File: config.mk
export PLATFORM = sky130hd
export DESIGN_NAME = gfx_striped_top
export DESIGN_NICKNAME = d
export VERILOG_FILES = /design/src/source/gfx_striped_pkg.sv /design/src/source/gfx_apb_regs.sv /design/src/source/gfx_pattern_writer.sv /design/src/source/gfx_scanout.sv /design/src/source/gfx_stripe_fb.sv /design/src/source/gfx_striped_top.sv /design/src/source/gfx_vga_timing.sv
export SDC_FILE = /design/constraint.sdc
export NUM_CORES = 1
export LEC_CHECK = 0
export BUFFER_PORTS_ARGS = -buffer_cell sky130_fd_sc_hd__buf_2
export CORE_MARGIN = 3
export CORE_UTILIZATION = 40
export CTS_CLUSTER_SIZE = 16
export DETAILED_ROUTE_END_ITERATION = 6
export HOLD_SLACK_MARGIN = 0.06
export MAX_ROUTING_LAYER = met4
export PLACE_DENSITY = 0.64
export SLEW_MARGIN = 20
export SYNTH_ARGS = -nofsm -noshare
export SYNTH_HDL_FRONTEND = slang
export SYNTH_SLANG_ARGS = --single-unit
File: constraint.sdc
create_clock -name pixel_clk -period 8.2 [get_ports pixel_clk]
set_input_delay 0.82 -clock pixel_clk [delete_from_list [all_inputs] [get_ports pixel_clk]]
set_output_delay 0.82 -clock pixel_clk [all_outputs]
set_load 0.005 [all_outputs]
File: src/source/gfx_striped_pkg.sv
// shared video mode, bank geometry, register map and test pattern, imported by every RTL module
package gfx_striped_pkg;

  // pixel format, red low, green middle, blue high
  localparam int COLOR_WIDTH = 4;
  localparam int PIXEL_WIDTH = 3 * COLOR_WIDTH;
  localparam int SEED_WIDTH  = 4;

  // tiny 16x8 video mode, both syncs active low
  localparam int H_ACTIVE     = 16;
  localparam int H_FP         = 2;
  localparam int H_SYNC       = 3;
  localparam int H_BP         = 3;
  localparam int H_TOTAL      = H_ACTIVE + H_FP + H_SYNC + H_BP;
  localparam int H_SYNC_START = H_ACTIVE + H_FP;
  localparam int H_SYNC_END   = H_SYNC_START + H_SYNC;

  localparam int V_ACTIVE     = 8;
  localparam int V_FP         = 1;
  localparam int V_SYNC       = 2;
  localparam int V_BP         = 1;
  localparam int V_TOTAL      = V_ACTIVE + V_FP + V_SYNC + V_BP;
  localparam int V_SYNC_START = V_ACTIVE + V_FP;
  localparam int V_SYNC_END   = V_SYNC_START + V_SYNC;

  localparam int X_WIDTH     = 5;
  localparam int Y_WIDTH     = 4;
  localparam int X_ACT_WIDTH = $clog2(H_ACTIVE);
  localparam int Y_ACT_WIDTH = $clog2(V_ACTIVE);

  // pixel x goes to bank x mod NUM_S
  localparam int NUM_S           = 4;
  localparam int SEL_WIDTH       = $clog2(NUM_S);
  localparam int BANK_DEPTH      = H_ACTIVE * V_ACTIVE / NUM_S;
  localparam int BANK_ADDR_WIDTH = $clog2(BANK_DEPTH);

  // apb register map
  localparam int APB_ADDR_WIDTH = 5;
  localparam int APB_DATA_WIDTH = 32;
  localparam int CNT_WIDTH      = 16;

  localparam logic [APB_ADDR_WIDTH-1:0] REG_CTRL      = 5'h00;
  localparam logic [APB_ADDR_WIDTH-1:0] REG_CMD       = 5'h04;
  localparam logic [APB_ADDR_WIDTH-1:0] REG_STATUS    = 5'h08;
  localparam logic [APB_ADDR_WIDTH-1:0] REG_ERR_CNT   = 5'h0C;
  localparam logic [APB_ADDR_WIDTH-1:0] REG_FRAME_CNT = 5'h10;

  // reference pattern, shared by the writer and the checker
  function automatic logic [PIXEL_WIDTH-1:0] pattern_pixel(
    input logic [X_WIDTH-1:0]    x,
    input logic [Y_WIDTH-1:0]    y,
    input logic [SEED_WIDTH-1:0] seed
  );
    logic [COLOR_WIDTH-1:0] red;
    logic [COLOR_WIDTH-1:0] grn;
    logic [COLOR_WIDTH-1:0] blu;
    red = x[COLOR_WIDTH-1:0] + COLOR_WIDTH'(seed);
    grn = COLOR_WIDTH'(y) + COLOR_WIDTH'(seed);
    blu = x[COLOR_WIDTH-1:0] ^ COLOR_WIDTH'(y);
    return {blu, grn, red};
  endfunction

endpackage

File: src/source/gfx_apb_regs.sv
// apb slave for the demo, holds control, fill command, status, error and frame counters
`timescale 1ns/1ns

module gfx_apb_regs
  import gfx_striped_pkg::*;
(
  input  logic                      pixel_clk,
  input  logic                      rst_n,
  input  logic                      psel,
  input  logic                      penable,
  input  logic                      pwrite,
  input  logic [APB_ADDR_WIDTH-1:0] paddr,
  input  logic [APB_DATA_WIDTH-1:0] pwdata,
  output logic [APB_DATA_WIDTH-1:0] prdata,
  output logic                      pready,
  output logic                      pslverr,
  input  logic                      fill_busy,
  input  logic                      pix_error,
  input  logic                      frame_tick,
  output logic                      video_en,
  output logic [SEED_WIDTH-1:0]     seed,
  output logic                      fill_start
);

  logic                 access;
  logic                 wr_access;
  logic                 addr_hit;
  logic [CNT_WIDTH-1:0] err_cnt;
  logic [CNT_WIDTH-1:0] frame_cnt;

  // no wait states, every transfer ends in its access phase
  assign access    = psel && penable;
  assign wr_access = access && pwrite;
  assign pready    = 1'b1;
  assign pslverr   = access && !addr_hit;

  always_comb begin
    addr_hit = 1'b1;
    prdata   = '0;
    case (paddr)
      REG_CTRL: begin
        prdata[0]   = video_en;
        prdata[7:4] = seed;
      end
      REG_CMD:       prdata = '0;
      REG_STATUS:    prdata[0] = fill_busy;
      REG_ERR_CNT:   prdata[CNT_WIDTH-1:0] = err_cnt;
      REG_FRAME_CNT: prdata[CNT_WIDTH-1:0] = frame_cnt;
      default:       addr_hit = 1'b0;
    endcase
  end

  always_ff @(posedge pixel_clk) begin
    if (!rst_n) begin
      video_en   <= 1'b0;
      seed       <= '0;
      fill_start <= 1'b0;
      err_cnt    <= '0;
      frame_cnt  <= '0;
    end else begin
      fill_start <= wr_access && (paddr == REG_CMD) && pwdata[0];
      if (wr_access && (paddr == REG_CTRL)) begin
        video_en <= pwdata[0];
        seed     <= pwdata[7:4];
      end
      // clear wins over a same-cycle increment
      if (wr_access && (paddr == REG_ERR_CNT)) begin
        err_cnt <= '0;
      end else if (pix_error && (err_cnt != '1)) begin
        err_cnt <= err_cnt + 1'b1;
      end
      if (frame_tick) begin
        frame_cnt <= frame_cnt + 1'b1;
      end
    end
  end

endmodule

File: src/source/gfx_pattern_writer.sv
// fills the framebuffer with the test pattern, one pixel per cycle after each fill command
`timescale 1ns/1ns

module gfx_pattern_writer
  import gfx_striped_pkg::*;
(
  input  logic                   pixel_clk,
  input  logic                   rst_n,
  input  logic                   fill_start,
  input  logic [SEED_WIDTH-1:0]  seed,
  output logic                   fill_busy,
  output logic                   wr_en,
  output logic [X_WIDTH-1:0]     wr_x,
  output logic [Y_WIDTH-1:0]     wr_y,
  output logic [PIXEL_WIDTH-1:0] wr_data
);

  logic [SEED_WIDTH-1:0] seed_q;
  logic                  last_x;
  logic                  last_y;

  assign last_x = (wr_x == X_WIDTH'(H_ACTIVE - 1));
  assign last_y = (wr_y == Y_WIDTH'(V_ACTIVE - 1));

  always_ff @(posedge pixel_clk) begin
    if (!rst_n) begin
      fill_busy <= 1'b0;
      wr_x      <= '0;
      wr_y      <= '0;
      seed_q    <= '0;
    end else if (!fill_busy) begin
      // a start while busy falls through to the raster branch
      if (fill_start) begin
        fill_busy <= 1'b1;
        wr_x      <= '0;
        wr_y      <= '0;
        seed_q    <= seed;
      end
    end else if (last_x) begin
      wr_x <= '0;
      if (last_y) begin
        fill_busy <= 1'b0;
        wr_y      <= '0;
      end else begin
        wr_y <= wr_y + 1'b1;
      end
    end else begin
      wr_x <= wr_x + 1'b1;
    end
  end

  // one write for every busy cycle
  assign wr_en   = fill_busy;
  assign wr_data = pattern_pixel(wr_x, wr_y, seed_q);

endmodule

File: src/source/gfx_scanout.sv
// two-stage scan-out from the framebuffer to the vga outputs, with blanking and pattern check
`timescale 1ns/1ns

module gfx_scanout
  import gfx_striped_pkg::*;
(
  input  logic                   pixel_clk,
  input  logic                   rst_n,
  input  logic [X_WIDTH-1:0]     h_count,
  input  logic [Y_WIDTH-1:0]     v_count,
  input  logic                   active,
  input  logic                   hsync_raw,
  input  logic                   vsync_raw,
  input  logic                   video_en,
  input  logic [SEED_WIDTH-1:0]  seed,
  input  logic                   fill_busy,
  input  logic [PIXEL_WIDTH-1:0] rd_data,
  output logic [X_WIDTH-1:0]     rd_x,
  output logic [Y_WIDTH-1:0]     rd_y,
  output logic [COLOR_WIDTH-1:0] vga_red,
  output logic [COLOR_WIDTH-1:0] vga_grn,
  output logic [COLOR_WIDTH-1:0] vga_blu,
  output logic                   vga_hsync,
  output logic                   vga_vsync,
  output logic                   vga_de,
  output logic                   vga_error,
  output logic                   pix_error
);

  logic [X_WIDTH-1:0] x_q;
  logic [Y_WIDTH-1:0] y_q;
  logic               active_q;
  logic               hsync_q;
  logic               vsync_q;
  logic               show;
  logic               bad_pixel;

  // request goes out straight from the counters
  assign rd_x = h_count;
  assign rd_y = v_count;

  // stage 1 lines up with the returning read word
  always_ff @(posedge pixel_clk) begin
    x_q <= h_count;
    y_q <= v_count;
  end

  always_ff @(posedge pixel_clk) begin
    if (!rst_n) begin
      active_q <= 1'b0;
      hsync_q  <= 1'b1;
      vsync_q  <= 1'b1;
    end else begin
      active_q <= active;
      hsync_q  <= hsync_raw;
      vsync_q  <= vsync_raw;
    end
  end

  assign show      = active_q && video_en && !fill_busy;
  assign bad_pixel = show && (rd_data != pattern_pixel(x_q, y_q, seed));

  // stage 2 drives the pins
  always_ff @(posedge pixel_clk) begin
    if (!rst_n) begin
      vga_red   <= '0;
      vga_grn   <= '0;
      vga_blu   <= '0;
      vga_hsync <= 1'b1;
      vga_vsync <= 1'b1;
      vga_de    <= 1'b0;
      vga_error <= 1'b0;
    end else begin
      vga_red   <= show ? rd_data[COLOR_WIDTH-1:0] : '0;
      vga_grn   <= show ? rd_data[2*COLOR_WIDTH-1:COLOR_WIDTH] : '0;
      vga_blu   <= show ? rd_data[3*COLOR_WIDTH-1:2*COLOR_WIDTH] : '0;
      vga_hsync <= hsync_q;
      vga_vsync <= vsync_q;
      vga_de    <= active_q;
      vga_error <= bad_pixel;
    end
  end

  assign pix_error = vga_error;

endmodule

File: src/source/gfx_stripe_fb.sv
// framebuffer striped across dual-port banks, written by the pattern writer and read by scan-out
`timescale 1ns/1ns

module gfx_stripe_fb
  import gfx_striped_pkg::*;
(
  input  logic                   pixel_clk,
  input  logic                   wr_en,
  input  logic [X_WIDTH-1:0]     wr_x,
  input  logic [Y_WIDTH-1:0]     wr_y,
  input  logic [PIXEL_WIDTH-1:0] wr_data,
  input  logic [X_WIDTH-1:0]     rd_x,
  input  logic [Y_WIDTH-1:0]     rd_y,
  output logic [PIXEL_WIDTH-1:0] rd_data
);

  logic [SEL_WIDTH-1:0]       wr_bank;
  logic [BANK_ADDR_WIDTH-1:0] wr_addr;
  logic [SEL_WIDTH-1:0]       rd_bank;
  logic [BANK_ADDR_WIDTH-1:0] rd_addr;
  logic [SEL_WIDTH-1:0]       rd_bank_q;
  logic [PIXEL_WIDTH-1:0]     bank_q [NUM_S];

  // low x bits pick the bank, row and upper x bits pick the word
  assign wr_bank = wr_x[SEL_WIDTH-1:0];
  assign wr_addr = {wr_y[Y_ACT_WIDTH-1:0], wr_x[X_ACT_WIDTH-1:SEL_WIDTH]};
  assign rd_bank = rd_x[SEL_WIDTH-1:0];
  assign rd_addr = {rd_y[Y_ACT_WIDTH-1:0], rd_x[X_ACT_WIDTH-1:SEL_WIDTH]};

  for (genvar s = 0; s < NUM_S; s++) begin : g_bank
    logic [PIXEL_WIDTH-1:0] mem [BANK_DEPTH];

    always_ff @(posedge pixel_clk) begin
      if (wr_en && (wr_bank == SEL_WIDTH'(s))) begin
        mem[wr_addr] <= wr_data;
      end
    end

    // every bank reads the same word, the select below picks one
    always_ff @(posedge pixel_clk) begin
      bank_q[s] <= mem[rd_addr];
    end
  end

  always_ff @(posedge pixel_clk) begin
    rd_bank_q <= rd_bank;
  end

  // word returns one cycle after the request
  assign rd_data = bank_q[rd_bank_q];

endmodule

File: src/source/gfx_striped_top.sv
// top of the striped framebuffer demo, apb control in and vga stream out
`timescale 1ns/1ns

module gfx_striped_top
  import gfx_striped_pkg::*;
(
  input  logic                      pixel_clk,
  input  logic                      rst_n,
  input  logic                      psel,
  input  logic                      penable,
  input  logic                      pwrite,
  input  logic [APB_ADDR_WIDTH-1:0] paddr,
  input  logic [APB_DATA_WIDTH-1:0] pwdata,
  output logic [APB_DATA_WIDTH-1:0] prdata,
  output logic                      pready,
  output logic                      pslverr,
  output logic [COLOR_WIDTH-1:0]    vga_red,
  output logic [COLOR_WIDTH-1:0]    vga_grn,
  output logic [COLOR_WIDTH-1:0]    vga_blu,
  output logic                      vga_hsync,
  output logic                      vga_vsync,
  output logic                      vga_de,
  output logic                      vga_error
);

  logic                   video_en;
  logic [SEED_WIDTH-1:0]  seed;
  logic                   fill_start;
  logic                   fill_busy;
  logic                   pix_error;
  logic                   frame_tick;
  logic                   wr_en;
  logic [X_WIDTH-1:0]     wr_x;
  logic [Y_WIDTH-1:0]     wr_y;
  logic [PIXEL_WIDTH-1:0] wr_data;
  logic [X_WIDTH-1:0]     rd_x;
  logic [Y_WIDTH-1:0]     rd_y;
  logic [PIXEL_WIDTH-1:0] rd_data;
  logic [X_WIDTH-1:0]     h_count;
  logic [Y_WIDTH-1:0]     v_count;
  logic                   active;
  logic                   hsync_raw;
  logic                   vsync_raw;

  gfx_apb_regs u_gfx_apb_regs (
    .pixel_clk  (pixel_clk),
    .rst_n      (rst_n),
    .psel       (psel),
    .penable    (penable),
    .pwrite     (pwrite),
    .paddr      (paddr),
    .pwdata     (pwdata),
    .prdata     (prdata),
    .pready     (pready),
    .pslverr    (pslverr),
    .fill_busy  (fill_busy),
    .pix_error  (pix_error),
    .frame_tick (frame_tick),
    .video_en   (video_en),
    .seed       (seed),
    .fill_start (fill_start)
  );

  gfx_pattern_writer u_gfx_pattern_writer (
    .pixel_clk  (pixel_clk),
    .rst_n      (rst_n),
    .fill_start (fill_start),
    .seed       (seed),
    .fill_busy  (fill_busy),
    .wr_en      (wr_en),
    .wr_x       (wr_x),
    .wr_y       (wr_y),
    .wr_data    (wr_data)
  );

  gfx_stripe_fb u_gfx_stripe_fb (
    .pixel_clk (pixel_clk),
    .wr_en     (wr_en),
    .wr_x      (wr_x),
    .wr_y      (wr_y),
    .wr_data   (wr_data),
    .rd_x      (rd_x),
    .rd_y      (rd_y),
    .rd_data   (rd_data)
  );

  gfx_vga_timing u_gfx_vga_timing (
    .pixel_clk  (pixel_clk),
    .rst_n      (rst_n),
    .h_count    (h_count),
    .v_count    (v_count),
    .active     (active),
    .hsync_raw  (hsync_raw),
    .vsync_raw  (vsync_raw),
    .frame_tick (frame_tick)
  );

  gfx_scanout u_gfx_scanout (
    .pixel_clk (pixel_clk),
    .rst_n     (rst_n),
    .h_count   (h_count),
    .v_count   (v_count),
    .active    (active),
    .hsync_raw (hsync_raw),
    .vsync_raw (vsync_raw),
    .video_en  (video_en),
    .seed      (seed),
    .fill_busy (fill_busy),
    .rd_data   (rd_data),
    .rd_x      (rd_x),
    .rd_y      (rd_y),
    .vga_red   (vga_red),
    .vga_grn   (vga_grn),
    .vga_blu   (vga_blu),
    .vga_hsync (vga_hsync),
    .vga_vsync (vga_vsync),
    .vga_de    (vga_de),
    .vga_error (vga_error),
    .pix_error (pix_error)
  );

endmodule

File: src/source/gfx_vga_timing.sv
// free-running raster counters with sync, active-area and frame tick decode for the video mode
`timescale 1ns/1ns

module gfx_vga_timing
  import gfx_striped_pkg::*;
(
  input  logic               pixel_clk,
  input  logic               rst_n,
  output logic [X_WIDTH-1:0] h_count,
  output logic [Y_WIDTH-1:0] v_count,
  output logic               active,
  output logic               hsync_raw,
  output logic               vsync_raw,
  output logic               frame_tick
);

  logic line_end;
  logic frame_end;

  assign line_end  = (h_count == X_WIDTH'(H_TOTAL - 1));
  assign frame_end = (v_count == Y_WIDTH'(V_TOTAL - 1));

  always_ff @(posedge pixel_clk) begin
    if (!rst_n) begin
      h_count <= '0;
      v_count <= '0;
    end else if (line_end) begin
      h_count <= '0;
      if (frame_end) begin
        v_count <= '0;
      end else begin
        v_count <= v_count + 1'b1;
      end
    end else begin
      h_count <= h_count + 1'b1;
    end
  end

  assign active = (h_count < X_WIDTH'(H_ACTIVE)) && (v_count < Y_WIDTH'(V_ACTIVE));

  // active low sync windows
  assign hsync_raw = !((h_count >= X_WIDTH'(H_SYNC_START)) &&
                       (h_count <  X_WIDTH'(H_SYNC_END)));
  assign vsync_raw = !((v_count >= Y_WIDTH'(V_SYNC_START)) &&
                       (v_count <  Y_WIDTH'(V_SYNC_END)));

  // first cycle of the vsync window
  assign frame_tick = (h_count == '0) && (v_count == Y_WIDTH'(V_SYNC_START));

endmodule

---- Word-level counts from Yosys, hierarchy flattened ----
Memory sizes are Yosys's and may differ from the RTL's. A register that Yosys moved wholly into a read port is not among the register bits.
Cells that the tools add are included.
storage, ports and cells
  register bits ........................... 88
  latch bits .............................. 0
  bits in writable memories ............... 1584
  memory bits (read-only) ................. 0
  bits of input ports ..................... 42
  output and inout port bits .............. 50
  logic and storage cells ................. 121
  memories kept ........................... 5
memory list
  memory                         words  bits a word  rd ports  clocked after memory_dff  write ports  line                 source
  u_gfx_stripe_fb.g_bank[0].mem  32     12           1         0                         1            gfx_stripe_fb.sv:31  logic [PIXEL_WIDTH-1:0] mem [BANK_DEPTH];
  u_gfx_stripe_fb.g_bank[1].mem  32     12           1         0                         1            gfx_stripe_fb.sv:31
  u_gfx_stripe_fb.g_bank[2].mem  32     12           1         0                         1            gfx_stripe_fb.sv:31
  u_gfx_stripe_fb.g_bank[3].mem  32     12           1         0                         1            gfx_stripe_fb.sv:31
  u_gfx_stripe_fb.bank_q         4      12           1         1                         4            gfx_stripe_fb.sv:22  logic [PIXEL_WIDTH-1:0] bank_q [NUM_S];
operators by class
  $add $sub $neg .......................... 10
  multipliers ............................. 0
  divide/modulo/power cells ............... 0
  magnitude comparators ................... 6
  equality and inequality tests ........... 15
  shifts and indexed selects .............. 0
  muxes and demuxes ....................... 25
  bitwise gates (word level) .............. 4
  reduce and logical (&&, ||, !) cells .... 33
operators with widths
  operator                 count
  $add A16 B1 Y16 const B  2
  $mux W4                  5
  $logic_and A1 B1 Y1      19
  $add A4 B4 Y4            4
  $ne A16 B16 Y1 const B   1
  $pmux W8 S2              1
  $eq A5 B4 Y1 const B     3
  $mux W5                  3
  $mux W1                  13
  $ne A12 B12 Y1           1
  $pmux W4 S3              1
  $add A5 B1 Y5 const B    2
  $eq A5 B5 Y1 const B     2
  $logic_not A5 Y1         2
  $lt A5 B5 Y1 const B     2
  $add A4 B1 Y4 const B    2
  $eq A4 B4 Y1 const B     2
  $lt A4 B4 Y1 const B     2
  $xor A4 B4 Y4            2
  $pmux W3 S2              1
  $reduce_and A2 Y1        3
  $eq A5 B3 Y1 const B     1
  $ge A5 B5 Y1 const B     1
  $reduce_or A5 Y1         1
  other kinds (11)         17

---- Logic depth before layout (Yosys ltp) ----
  depth in word-level cells ............... 5
  mapped depth ............................ 9
  gate-level depth less buffers ........... 8

---- Hierarchy ----
From an unflattened synthesis, not the netlist that was laid out.
second synthesis, totals
  cells, all modules ...................... 4037
  area total of the unflattened synthesis .. 66322.4 um2
modules (own cells, without submodules)
  module              instances  cells each  area each (um2)  sequential area each (um2)
  gfx_stripe_fb       1          3527        61614.1          47125.2
  gfx_apb_regs        1          255         2130.8           760.7
  gfx_scanout         1          100         1162.4           540.5
  gfx_pattern_writer  1          97          913.4            280.3
  gfx_vga_timing      1          58          501.7            180.2

---- Least setup slack after synthesis ----
OpenSTA, ideal clock, no wires.
  path type ............................... register to register
  from .................................... register u_gfx_pattern_writer.wr_y[1]
  to ...................................... memory u_gfx_stripe_fb.g_bank[0].mem[0][6] in the netlist's numbering (data pin)
  library setup time ...................... 0.928 ns
  arrival time ............................ 5.002 ns
  data required time ...................... 7.272 ns
  path slack .............................. 2.270 ns
  stages on the path, launching flop included .. 5
  buffers on the path ..................... 1
  clock period less this slack ............ 5.930 ns
  cell sequence ........................... dfxtp_1 -> clkbuf_1 -> clkinv_1 -> fa_1 -> xnor2_1
between the ends
  word-level cells in the longest chain between the ends .. 1
ends and longest elaborated chain
  item                                       line                      source
  start: declaration                         gfx_pattern_writer.sv:14  output logic [Y_WIDTH-1:0] wr_y,
  start signal: assignment                   gfx_pattern_writer.sv:45  wr_y <= wr_y + 1'b1;
  $add A4 B4 Y4                              gfx_striped_pkg.sv:58     grn = COLOR_WIDTH'(y) + COLOR_WIDTH'(seed);
  named net u_gfx_pattern_writer.wr_data[6]  gfx_pattern_writer.sv:15  output logic [PIXEL_WIDTH-1:0] wr_data
  end: declaration                           gfx_stripe_fb.sv:31
The timed path passes the listed nets, and every way through them passes these cells.

---- Worst setup path in the final report ----
  from .................................... register u_gfx_pattern_writer.fill_busy
  to ...................................... memory u_gfx_stripe_fb.g_bank[3].mem[7][11] in the netlist's numbering, enable pin
between the ends
  word-level cells in the longest chain between the ends .. 3
ends and longest elaborated chain
  item                           line                      source
  start: declaration             gfx_pattern_writer.sv:11  output logic fill_busy,
  start signal: assignment       gfx_pattern_writer.sv:27  fill_busy <= 1'b0;
  start signal: assignment       gfx_pattern_writer.sv:34  fill_busy <= 1'b1;
  start signal: assignment       gfx_pattern_writer.sv:42  fill_busy <= 1'b0;
  $logic_and A1 B1 Y1            gfx_stripe_fb.sv:34       if (wr_en && (wr_bank == SEL_WIDTH'(s))) begin
  $mux W1                        gfx_stripe_fb.sv:34
  $mux W1 (not written as such)  gfx_stripe_fb.sv:35       mem[wr_addr] <= wr_data;
  end: declaration               gfx_stripe_fb.sv:31
No other way between the ends.

==> results_dict.tcl <==
set metrics [dict create \
    status "finished clean" \
    synth-simple-area-share 0.03387 \
    synth.avg_cell_area_sq_um 21.27 \
    coreArea_sq_mm 0.1608 \
    grt_pass1_vias 30490 \
    top_layer_used "met4" \
    cts_hold_buf 0 \
    drt_first_pass_iters 5 \
    grt_max_degree 121 \
    critPathArrivalTime_ns 3.83 \
    cp_slowest_cell "nor2_2" \
    critical_path.max_fanout 17 \
    rows 147 \
    met1_length_um 62530 \
    synth_top_area_share 0.7123 \
    fin_setup_tns_ns 0 \
    muxShareOfSynthArea 0.1734 \
    total_power_w 0.01714 \
    clk_latency_ns 0.80 \
    synth_xor_area_frac 0.007651 \
    io_pins 92 \
    crit_family "simple AND/OR/NAND/NOR gates" \
    synth_edf_count 1536 \
    postCtsSetupBuffers 0 \
    peakVddDrop_mv 0.1625 \
    relSlewSlack 0.2353 \
    cap_violations 0 \
    yosysMostFrequentCell "edfxtp_1" \
    path_buf_inv 0 \
    synth.area.top_cells "edfxtp_1 71%, mux4_2 17%, dfxtp_1 4.2%, nand2_1 1.2%, nor2_1 0.90%" \
    rsz0062_at_grt "no" \
    synth_common_cells "1536 x edfxtp_1, 493 x mux4_2, 206 x nand2_1" \
    finClkSkew_ns 0.02683 \
    drcViolationCount 0 \
    ys_async_sr_fraction 0 \
    critPathMaxStageDelay_ns 1.19 \
    min_period_ns 3.428 \
    clkTransAtPathRegs_ns 0.06 \
    dr_wl_met3_um 10980 \
    grt_pass1_wl_um 217400 \
    critPathKind "reg -> reg" \
    fp.dieArea_sq_mm 0.1668 \
    crit_chain "nand4_1 > nor2_2" \
    io_buffers 47 \
    clock-sinks 1672 \
    synth_area_sq_mm 0.06476 \
    num-fill-cells 13270 \
    synthFlopType "edfxtp_1" \
    synth_seq_cells 1672 \
    root_buffer "clkbuf_16" \
    synth_compound_area_frac 0.008328 \
    grt_overflow 0 \
    globalplace.congestion 0.8463 \
    synth_cell_type_count 56 \
    holdPathStages 3 \
    vias_per_cell 5.519 \
    die_w_um 408.4 \
    period_share 0.4181 \
    route.met2.wl_um 71730 \
    endpoint_kind "flop" \
    drive_gt1_frac 0.2913 \
    ctsHtreeMaxLevel 4 \
    cts_buffer_depth 3 \
    power_density_mw_per_mm2 233.6 \
    critPathLaunchType "flop" \
    yosysWarningCount 0 \
    vias 30260 \
    die_h_um 408.4 \
    finalWirelength_um 148900 \
    gr-usage-all-layers 0.1840 \
    cp_num_cells 2 \
    wl_per_cell_um 27.16 \
    drtIter0Drc 3505 \
    ff2ff_setup_slack_ns 4.77 \
    antenna_found_initial 4 \
    synth_largest_area_cell "edfxtp_1" \
    yosys.area_share.adder 0.006067 \
    dp_hpwl_um 84560 \
    setup_viol_count_final 0 \
    start_util 0.4028 \
    critPathRequiredTime_ns 8.60 \
    p_leak_nw 23.03 \
    drv_slew 0 \
    hold_violations 0 \
    cts_buffers 167 \
    drtAntennaViolNets 0 \
    worst_hold_path_type "in -> reg" \
    cts_resized 0 \
    synth_cells 3044 \
    reg2reg_depth 2 \
    synth_seq_area_share 0.7543 \
    layout.nets 3249 \
    cts_tree "done" \
    synth_top_family_by_area "multiplexers" \
    fmax_mhz 291.7 \
    synthToLayoutAreaGrowth_pct 13.27 \
    worst_pin_slew_ns 1.146 \
]
## sequential cells by signal, summed over array words and instances (netlist names), 5 cells and up
register,count
u_gfx_stripe_fb.g_bank.mem,1536
u_gfx_stripe_fb.bank_q,48
u_gfx_apb_regs.err_cnt,16
u_gfx_apb_regs.frame_cnt,16
u_gfx_pattern_writer.wr_x,5
u_gfx_vga_timing.h_count,5
## tightest hold or removal path, delay by kind of cell
| family | cells | cell delay, ns |
|---|---|---|
| AND/OR/NAND/NOR | 1 | 0.09 |
| buffers and inverters | 1 | 0.07 |
| multiplexers | 1 | 0.06 |
## area by class of cell
class                      count  area [sq um]  area share
tap                         2160          2703     0.03684
clock inverter                76         767.0     0.01046
multi-input combinational   1180         15280      0.2083
clock buffer                 235          4658     0.06351
inverter                      35         136.4    0.001859
timing repair buffer         122         933.4     0.01273
antenna                        3         7.507   0.0001023
sequential                  1672         48860      0.6662
## layer usage
metal,vias up,track usage
met5,-,-
met2,1185,0.2816
met1,16130,0.2553
met3,237,0.03400
met4,0,0.05071
li1,12710,-
## through the flow
step | hold WS (ns) | util | instance area (sq um) | setup WS, ns | instances
CTS | 0.2298 | 0.4558 | 73270 | 4.727 | 5478
global placement | 0.4176 | 0.4217 | 67790 | 4.734 | 5166
floorplan | 0.3258 | - | 64810 | 2.270 | 3059
global route | 0.2745 | 0.4562 | 73340 | 4.589 | 5480
finish | 0.2912 | 0.4563 | 73350 | 4.772 | 5483
detailed placement | 0.4194 | 0.4220 | 67840 | 4.742 | 5167
## logic make-up (layout without fill, tap and decap cells)
logic type                 Yosys count  after routing
buffers and inverters              207            468
AOI/OAI and AO/OA                   77             77
DFF                               1672           1672
xor gates and xnor gates            55             55
adders and majority gates           29             29
other                                2             20
muxes                              505            505
and+or+nand+nor                    497            497
## layout by cell type, fill, tap and decap left out, types with 6 or more instances in the layout
cell,count
dfxtp_1,130
and2_1,19
ha_1,23
clkbuf_1,49
nor2_1,63
edfxtp_1,1536
conb_1,17
mux4_2,493
buf_4,66
and3_1,9
clkbuf_8,16
a22o_1,8
nor4_1,7
clkinv_8,6
xor2_1,25
nor2b_1,27
bufinv_16,10
xnor2_1,21
clkinv_2,19
nor2_2,91
or3_1,10
a21boi_0,12
nand3_1,16
clkbuf_16,170
nor3_1,17
nand2_1,204
o21ai_0,16
a21oi_1,12
nand4_1,11
inv_1,31
buf_12,6
mux2i_1,10
buf_2,47
nor3b_1,6
clkinv_1,28
## path summary, 6_finish.rpt
check	from	endpoint
setup reg to reg	u_gfx_pattern_writer.fill_busy	u_gfx_stripe_fb.g_bank[3].mem[7][11]
hold / removal	pwdata[5]	u_gfx_apb_regs.seed[1]
hold reg to reg	u_gfx_vga_timing.h_count[0]	u_gfx_scanout.x_q[0]
setup / recovery	u_gfx_pattern_writer.fill_busy	u_gfx_stripe_fb.g_bank[3].mem[7][11]
## power breakdown
group / leakage (nW) / switching, W / internal, W
logic: 4.82 / 0.000180 / 0.000193
registers: 15.6 / 0.0000328 / 0.00921
clock network: 2.63 / 0.00322 / 0.00430
(Power assumes the default switching activity.)
